## src/logic/fetch_pkg.sv

```systemverilog
// Shared fetch types: address and word widths, trimmed opcodes, link registers

package fetch_pkg;

    //////////////////////////////
    // Widths
    //////////////////////////////
    localparam int XLEN = 32;
    localparam int REG_ADDR_W = 5;

    // Byte address of an instruction
    typedef logic [XLEN-1:0] addr_t;

    // Raw instruction word
    typedef logic [XLEN-1:0] inst_t;

    // Architectural register index
    typedef logic [REG_ADDR_W-1:0] reg_addr_t;

    //////////////////////////////
    // Opcodes
    //////////////////////////////
    // Bits 6 to 2 of the word, the low two bits are always 2'b11 for RV32
    typedef enum logic [4:0] {
        LOAD_T      = 5'b00000,
        FENCE_T     = 5'b00011,
        ARITH_IMM_T = 5'b00100,
        AUIPC_T     = 5'b00101,
        STORE_T     = 5'b01000,
        AMO_T       = 5'b01011,
        ARITH_T     = 5'b01100,
        LUI_T       = 5'b01101,
        BRANCH_T    = 5'b11000,
        JALR_T      = 5'b11001,
        JAL_T       = 5'b11011,
        SYSTEM_T    = 5'b11100
    } opcode_t;

    //////////////////////////////
    // Calling convention
    //////////////////////////////
    // Return address registers ra and t0
    localparam reg_addr_t LINK_REG_A = 5'd1;
    localparam reg_addr_t LINK_REG_B = 5'd5;

endpackage

```

## src/logic/fetch.sv

```systemverilog
// Fetch unit: program counter, in-flight count, request strobe and redirect handling

`timescale 1ns/1ns

module fetch #(
    parameter fetch_pkg::addr_t RESET_VEC = 32'h0000_0000,
    parameter int FETCH_BUFFER_DEPTH = 4
) (
    input  logic             clk,
    input  logic             rst,

    input  logic             redirect,
    input  fetch_pkg::addr_t redirect_pc,
    input  logic             exception,

    input  logic             mem_data_valid,
    input  logic             ib_pop,

    output logic             mem_request,
    output fetch_pkg::addr_t mem_addr,

    output logic             push,
    output fetch_pkg::addr_t push_pc,
    output logic             buffer_flush
);
    import fetch_pkg::*;

    localparam int COUNT_W = $clog2(FETCH_BUFFER_DEPTH + 1);

    addr_t pc;
    addr_t next_pc;
    addr_t pending_pc;

    logic [COUNT_W-1:0] inflight_count;
    logic space_available;
    logic update_pc;

    //////////////////////////////
    // Redirects
    //////////////////////////////
    assign buffer_flush = redirect | exception;

    //////////////////////////////
    // Request issue
    //////////////////////////////
    // Words requested but not yet popped
    always_ff @(posedge clk) begin
        if (rst | buffer_flush) begin
            inflight_count <= '0;
        end else if (mem_request & ~ib_pop) begin
            inflight_count <= inflight_count + 1'b1;
        end else if (~mem_request & ib_pop) begin
            inflight_count <= inflight_count - 1'b1;
        end
    end

    assign space_available = inflight_count < COUNT_W'(FETCH_BUFFER_DEPTH);

    // Held low through reset, first request in the cycle after release
    assign mem_request = ~rst & space_available & ~buffer_flush;
    assign mem_addr = pc;

    //////////////////////////////
    // Program counter
    //////////////////////////////
    // Exception wins over a branch redirect
    always_comb begin
        if (exception) begin
            next_pc = RESET_VEC;
        end else if (redirect) begin
            next_pc = redirect_pc;
        end else begin
            next_pc = pc + 32'd4;
        end
    end

    assign update_pc = mem_request | buffer_flush;

    always_ff @(posedge clk) begin
        if (rst) begin
            pc <= RESET_VEC;
        end else if (update_pc) begin
            pc <= {next_pc[31:2], 2'b00};
        end
    end

    // Address of the word coming back next cycle
    always_ff @(posedge clk) begin
        if (mem_request) begin
            pending_pc <= pc;
        end
    end

    //////////////////////////////
    // Buffer write
    //////////////////////////////
    // A word landing in a redirect cycle belongs to the old path
    assign push = mem_data_valid & ~buffer_flush;
    assign push_pc = pending_pc;

endmodule

```

## src/logic/inst_scratch_mem.sv

```systemverilog
// Instruction scratch memory: word array with one-cycle read and a load port

`timescale 1ns/1ns

module inst_scratch_mem #(
    parameter int MEM_WORDS = 64
) (
    input  logic             clk,
    input  logic             rst,

    input  logic             mem_request,
    input  fetch_pkg::addr_t mem_addr,

    input  logic             load_en,
    input  fetch_pkg::addr_t load_addr,
    input  fetch_pkg::inst_t load_data,

    output fetch_pkg::inst_t mem_data,
    output logic             mem_data_valid
);
    import fetch_pkg::*;

    localparam int INDEX_W = (MEM_WORDS > 1) ? $clog2(MEM_WORDS) : 1;

    inst_t mem [MEM_WORDS];

    logic [INDEX_W-1:0] read_index;
    logic [INDEX_W-1:0] load_index;

    // Word index, upper address bits wrap around the array
    assign read_index = mem_addr[INDEX_W+1:2];
    assign load_index = load_addr[INDEX_W+1:2];

    // Program load, one word per cycle
    always_ff @(posedge clk) begin
        if (load_en) begin
            mem[load_index] <= load_data;
        end
    end

    // Synchronous read
    always_ff @(posedge clk) begin
        if (mem_request) begin
            mem_data <= mem[read_index];
        end
    end

    always_ff @(posedge clk) begin
        if (rst) begin
            mem_data_valid <= 1'b0;
        end else begin
            mem_data_valid <= mem_request;
        end
    end

endmodule

```

## src/logic/early_decode.sv

```systemverilog
// Early decode: register-use flags and call/return detection for a fetched word

`timescale 1ns/1ns

module early_decode (
    input  fetch_pkg::inst_t instruction,

    output logic             uses_rs1,
    output logic             uses_rs2,
    output logic             uses_rd,
    output logic             is_call,
    output logic             is_return
);
    import fetch_pkg::*;

    opcode_t   opcode_trimmed;
    logic [2:0] fn3;
    reg_addr_t rs1_addr;
    reg_addr_t rd_addr;

    logic csr_imm_op;
    logic sys_op;
    logic jump_op;
    logic jump_no_link;
    logic rs1_link;
    logic rd_link;

    //////////////////////////////
    // Field extraction
    //////////////////////////////
    assign opcode_trimmed = opcode_t'(instruction[6:2]);
    assign fn3 = instruction[14:12];
    assign rs1_addr = instruction[19:15];
    assign rd_addr = instruction[11:7];

    // CSR immediate forms take uimm in the rs1 field
    assign csr_imm_op = (opcode_trimmed == SYSTEM_T) && fn3[2];
    // ECALL, EBREAK, MRET and friends
    assign sys_op = (opcode_trimmed == SYSTEM_T) && (fn3 == 3'b000);

    assign jump_op = opcode_trimmed inside {JAL_T, JALR_T};
    assign jump_no_link = jump_op && (rd_addr == '0);

    //////////////////////////////
    // Operand use
    //////////////////////////////
    assign uses_rs1 = !((opcode_trimmed inside {LUI_T, AUIPC_T, JAL_T, FENCE_T})
                        || csr_imm_op || sys_op);

    assign uses_rs2 = opcode_trimmed inside {BRANCH_T, STORE_T, ARITH_T, AMO_T};

    assign uses_rd = !((opcode_trimmed inside {BRANCH_T, STORE_T, FENCE_T})
                       || sys_op || jump_no_link);

    //////////////////////////////
    // Call and return hints
    //////////////////////////////
    assign rs1_link = (rs1_addr == LINK_REG_A) || (rs1_addr == LINK_REG_B);
    assign rd_link = (rd_addr == LINK_REG_A) || (rd_addr == LINK_REG_B);

    assign is_call = jump_op && rd_link;

    // Link to link with the same register is a coroutine swap, not a return
    assign is_return = (opcode_trimmed == JALR_T) && rs1_link
                       && (!rd_link || (rs1_addr != rd_addr));

endmodule

```

## src/logic/inst_buffer.sv

```systemverilog
// Instruction buffer: circular FIFO of fetched words, pcs and decode flags

`timescale 1ns/1ns

module inst_buffer #(
    parameter int FETCH_BUFFER_DEPTH = 4
) (
    input  logic             clk,
    input  logic             rst,

    input  logic             flush,
    input  logic             push,
    input  logic             pop,

    input  fetch_pkg::inst_t push_instruction,
    input  fetch_pkg::addr_t push_pc,
    input  logic [4:0]       push_flags,

    output logic             ib_valid,
    output fetch_pkg::inst_t ib_instruction,
    output fetch_pkg::addr_t ib_pc,
    output logic [4:0]       ib_flags
);
    import fetch_pkg::*;

    localparam int PTR_W = (FETCH_BUFFER_DEPTH > 1) ? $clog2(FETCH_BUFFER_DEPTH) : 1;
    localparam int COUNT_W = $clog2(FETCH_BUFFER_DEPTH + 1);
    localparam logic [PTR_W-1:0] LAST_SLOT = PTR_W'(FETCH_BUFFER_DEPTH - 1);

    inst_t      inst_mem [FETCH_BUFFER_DEPTH];
    addr_t      pc_mem [FETCH_BUFFER_DEPTH];
    logic [4:0] flag_mem [FETCH_BUFFER_DEPTH];

    logic [PTR_W-1:0] write_ptr;
    logic [PTR_W-1:0] read_ptr;
    logic [COUNT_W-1:0] count;
    logic pop_valid;

    // Empty buffer ignores pops
    assign pop_valid = pop & ib_valid;

    //////////////////////////////
    // Pointers and occupancy
    //////////////////////////////
    always_ff @(posedge clk) begin
        if (rst | flush) begin
            write_ptr <= '0;
            read_ptr <= '0;
            count <= '0;
        end else begin
            if (push) begin
                write_ptr <= (write_ptr == LAST_SLOT) ? '0 : write_ptr + 1'b1;
            end
            if (pop_valid) begin
                read_ptr <= (read_ptr == LAST_SLOT) ? '0 : read_ptr + 1'b1;
            end
            if (push & ~pop_valid) begin
                count <= count + 1'b1;
            end else if (~push & pop_valid) begin
                count <= count - 1'b1;
            end
        end
    end

    // Entry storage, no full check since fetch bounds requests in flight
    always_ff @(posedge clk) begin
        if (push) begin
            inst_mem[write_ptr] <= push_instruction;
            pc_mem[write_ptr] <= push_pc;
            flag_mem[write_ptr] <= push_flags;
        end
    end

    //////////////////////////////
    // Head of queue
    //////////////////////////////
    assign ib_valid = (count != '0);
    assign ib_instruction = inst_mem[read_ptr];
    assign ib_pc = pc_mem[read_ptr];
    assign ib_flags = flag_mem[read_ptr];

endmodule

```

## src/logic/fetch_top.sv

```systemverilog
// Fetch front end top: fetch unit, scratch memory, early decode and instruction buffer

`timescale 1ns/1ns

module fetch_top #(
    parameter fetch_pkg::addr_t RESET_VEC = 32'h0000_0000,
    parameter int FETCH_BUFFER_DEPTH = 4,
    parameter int MEM_WORDS = 64
) (
    input  logic             clk,
    input  logic             rst,

    input  logic             redirect,
    input  fetch_pkg::addr_t redirect_pc,
    input  logic             exception,

    input  logic             load_en,
    input  fetch_pkg::addr_t load_addr,
    input  fetch_pkg::inst_t load_data,

    input  logic             ib_pop,
    output logic             ib_valid,
    output fetch_pkg::inst_t ib_instruction,
    output fetch_pkg::addr_t ib_pc,
    output logic             ib_uses_rs1,
    output logic             ib_uses_rs2,
    output logic             ib_uses_rd,
    output logic             ib_is_call,
    output logic             ib_is_return
);
    import fetch_pkg::*;

    logic  mem_request;
    addr_t mem_addr;
    inst_t mem_data;
    logic  mem_data_valid;

    logic  push;
    addr_t push_pc;
    logic  buffer_flush;

    logic uses_rs1;
    logic uses_rs2;
    logic uses_rd;
    logic is_call;
    logic is_return;

    // Only pops that the buffer accepts reduce the in-flight count
    fetch #(
        .RESET_VEC          (RESET_VEC),
        .FETCH_BUFFER_DEPTH (FETCH_BUFFER_DEPTH)
    ) fetch_unit (
        .clk            (clk),
        .rst            (rst),
        .redirect       (redirect),
        .redirect_pc    (redirect_pc),
        .exception      (exception),
        .mem_data_valid (mem_data_valid),
        .ib_pop         (ib_pop & ib_valid),
        .mem_request    (mem_request),
        .mem_addr       (mem_addr),
        .push           (push),
        .push_pc        (push_pc),
        .buffer_flush   (buffer_flush)
    );

    inst_scratch_mem #(
        .MEM_WORDS (MEM_WORDS)
    ) scratch_mem (
        .clk            (clk),
        .rst            (rst),
        .mem_request    (mem_request),
        .mem_addr       (mem_addr),
        .load_en        (load_en),
        .load_addr      (load_addr),
        .load_data      (load_data),
        .mem_data       (mem_data),
        .mem_data_valid (mem_data_valid)
    );

    early_decode decode (
        .instruction (mem_data),
        .uses_rs1    (uses_rs1),
        .uses_rs2    (uses_rs2),
        .uses_rd     (uses_rd),
        .is_call     (is_call),
        .is_return   (is_return)
    );

    // Flag order: rs1, rs2, rd, call, return
    inst_buffer #(
        .FETCH_BUFFER_DEPTH (FETCH_BUFFER_DEPTH)
    ) buffer (
        .clk              (clk),
        .rst              (rst),
        .flush            (buffer_flush),
        .push             (push),
        .pop              (ib_pop),
        .push_instruction (mem_data),
        .push_pc          (push_pc),
        .push_flags       ({uses_rs1, uses_rs2, uses_rd, is_call, is_return}),
        .ib_valid         (ib_valid),
        .ib_instruction   (ib_instruction),
        .ib_pc            (ib_pc),
        .ib_flags         ({ib_uses_rs1, ib_uses_rs2, ib_uses_rd, ib_is_call, ib_is_return})
    );

endmodule

```

## config.mk

```make
export PLATFORM = sky130hd
export DESIGN_NAME = fetch_top
export DESIGN_NICKNAME = d
export VERILOG_FILES = /design/src/logic/fetch_pkg.sv /design/src/logic/fetch.sv /design/src/logic/inst_scratch_mem.sv /design/src/logic/early_decode.sv /design/src/logic/inst_buffer.sv /design/src/logic/fetch_top.sv
export SDC_FILE = /design/constraint.sdc
export NUM_CORES = 2
export LEC_CHECK = 0
export ABC_AREA = 0
export ABC_CLOCK_PERIOD_IN_PS = 5400
export BUFFER_PORTS_ARGS = -buffer_cell sky130_fd_sc_hd__buf_4
export CAP_MARGIN = 30
export CORE_MARGIN = 5
export CORE_UTILIZATION = 62
export CTS_BUF_LIST = sky130_fd_sc_hd__clkbuf_4 sky130_fd_sc_hd__clkbuf_8 sky130_fd_sc_hd__clkbuf_16
export CTS_CLUSTER_DIAMETER = 150
export CTS_CLUSTER_SIZE = 16
export DETAILED_ROUTE_END_ITERATION = 10
export PLACE_DENSITY = 0.79
export SETUP_SLACK_MARGIN = 0.05
export SLEW_MARGIN = 5
export SYNTH_ARGS = -nofsm -noshare
export SYNTH_HDL_FRONTEND = slang
export SYNTH_SLANG_ARGS = --single-unit
export TNS_END_PERCENT = 20
```

## constraint.sdc

```tcl
create_clock -name clk -period 5.4 [get_ports clk]
set_input_delay 0.27 -clock clk [delete_from_list [all_inputs] [get_ports clk]]
set_output_delay 0.27 -clock clk [all_outputs]
set_load 0.1 [all_outputs]
```

==> results.txt <==
final WL: 227,000 um
Slew HR: 26.6%
CTS root buf: clkbuf_16
Tot GR Track Use: 29.2%
largest net degree at the start of global routing: 105
Worst-Skew Late Latency: 0.83 ns
Initial DRT Pass Iterations: 6
I/O Buffers: 141
P&R area growth vs syn: 10.4%
Worst EP arrival: 4.94 ns
Yosys cell types: 66
Seq/Total Area, Yosys: 78.3%
Clock Skew: 0.0349 ns
FF+latch count, synth: 2,421
Worst path max stage delay: 0.78 ns
Slowest cell on crit path: dfxtp_4
Max Fclk: 240 MHz
Routed WL per cell: 34.6 um
Initial Utilization: 62.4%
Period minus WS final: 4.16 ns
final critical-path share of the clock period: 77.1%
max-slew violations: 0
largest cells by area after synthesis: edfxtp_1, mux4_2, mux2i_1
GPL Wtd Cong: 0.837
core area: 148,000 um^2
Final Hold Fails: 0
worst path required time: 6.17 ns
synth cell count leaders: edfxtp_1, mux4_2, mux2i_1
fraction of layout cells with a size suffix above 1: 22.9%
Hold Slack: 0.0113 ns
postcts setup bufs: 0
maximum root-to-sink buffer count: 3
Die Height: 396 um
Most used DFF post-synth: edfxtp_1
count leader, synth: edfxtp_1
Hold-fix buffers, CTS: 88
initial antenna violation count: 17
CP Capture Type: register
endpoints failing setup: 0
Power Dens Cells: 335 nW/um^2
Sum Neg Setup Slack: 0 ns
Max-cap violations: 0
M1 GR Usage: 40.1%
M3 GR Usage: 7.17%
Setup CP Type: reg -> reg
grt peak-use layer: met2
CP Cell Sequence: buf_4 > nand4_1 > nor2_1 > a32oi_1 > dlygate4sd3_1 > o21ai_0 > dlygate4sd3_1
Critical Path Start Type: register
Synth Instances: 4,296
CTS tree: done
ys async rst share: 0%
leak pwr: 30.7 nW
vias in the first global route: 46,578
synthesized area per cell: 21.5 um^2
RSZ-0062 raised after global routing: false
clock transition at the registers of the reported paths: 0.08 ns
Die W: 396 um
via count: 46,376
CTS H-Tree Depth: 4
clock sinks: 2,421
DRT antenna net count: 0
die area: 157,000 um^2
CP bufs+invs: 3
Initial DRC Count: 6,938
# resized after CTS: 0
grt total ovfl: 0
I/O pins: 172
global-route wire length before repair: 327,000 um
area leader, netlist: edfxtp_1
dpl hpwl: 121,000 um
Inserted Clock Buffers: 169
grt met2 use: 46.0%
vias per inst: 7.07
Largest delay share family, worst path: buffers and inverters
critical path's most frequent cell: dlygate4sd3_1
status: finished clean
Post-layout nets: 4,701
Tightest Pin Transition: 1.10 ns
CP max FO: 42
Worst Hold Class: in -> reg
maximum VDD drop: 0.345 mV
EDFF count, synth: 2,378
Mapped Area: 92,200 um^2
Yosys top cell area share: 77.4%
yosys warns: 0
FP Rows: 141
# DRC: 0
worst register-to-register path: stages, from the launching register on:
cell	delay, ns
dfxtp_4	0.78
buf_4	0.63
nand4_1	0.50
nor2_1	0.66
a32oi_1	0.19
dlygate4sd3_1	0.60
o21ai_0	0.18
dlygate4sd3_1	0.57
sequential cells by signal (all words and copies together) (netlist names), named ones only:
| name | cells |
|---|---|
| buffer.count | 3 |
| buffer.pc_mem | 120 |
| buffer.inst_mem | 128 |
| scratch_mem.mem | 2048 |
| fetch_unit.mem_addr | 30 |
| buffer.read_ptr | 2 |
| scratch_mem.mem_data_valid | 1 |
| fetch_unit.inflight_count | 3 |
| buffer.write_ptr | 2 |
| fetch_unit.push_pc | 30 |
| scratch_mem.mem_data | 32 |
| buffer.flag_mem | 20 |
layout make-up:
type                            instances  area [um^2]
Sequential cell                      2421        72300
Fill cell                            8448        46000
Multi-Input combinational cell       1623        19200
Clock buffer                          197         4470
Timing Repair Buffer                  364         3230
Tap cell                             1930         2410
Clock inverter                         13          216
Inverter                               10         37.5
Antenna cell                            6         15.0
power by group:
part           internal [mW]  switching, mW
logic                  0.504          0.944
registers               20.7         0.0870
clock network           5.86           5.97
total                   27.1           7.00
routing by layer:
layer  up-vias  part of all wire [%]
met5         -                 0.061
met4        16                   4.4
met3       527                    12
met2      3342                    48
met1     24027                    35
li1      18464                     -
layout by cell type (no fill, tap or decap), types with 65 or more instances in the layout:
cell / count
nor2_4: 65
mux4_2: 467
buf_4: 248
mux2i_1: 262
a22oi_1: 84
o22ai_1: 79
o21ai_0: 71
edfxtp_1: 2378
clkbuf_16: 171
nor2_1: 76
dlygate4sd3_1: 88
worst paths after layout:
check,from,to,slack [ns],depth (start not counted)
setup / recovery,fetch_unit.mem_addr[4],fetch_unit.mem_addr[18],1.24,7
hold reg to reg,buffer.read_ptr[1],register,0.48,2
hold / removal,load_data[18],scratch_mem.mem[6][18],0.01,1
setup reg to reg,fetch_unit.mem_addr[4],fetch_unit.mem_addr[18],1.24,7
metrics by stage:
stage	setup slack, ns	util, %	power [mW]	instance area (um^2)	instances
after floorplan	1.68	-	22.0	92200	4297
after global routing	1.03	68.9	35.1	102000	6558
after global placement	1.65	64.9	22.5	96000	6240
after CTS	1.33	68.8	34.2	102000	6553
after detailed placement	1.69	65.1	22.6	96200	6255
final	1.24	68.9	34.1	102000	6564
cells by family (layout without fill, tap and decap cells):
| family | Yosys count | count (layout) | share of synthesized area, % |
|---|---|---|---|
| AOI/OAI and AO/OA | 461 | 461 | 3.42 |
| xor gates and xnor gates | 24 | 24 | 0.228 |
| adders and majority gates | 10 | 10 | 0.152 |
| buffers and inverters | 253 | 584 | 1.42 |
| DFF | 2421 | 2421 | 78.3 |
| muxes | 739 | 739 | 14.4 |
| other | 1 | 8 | 0.00407 |
| and+or+nand+nor | 387 | 387 | 2.06 |
No activity file was read; power rests on OpenSTA's default activity.
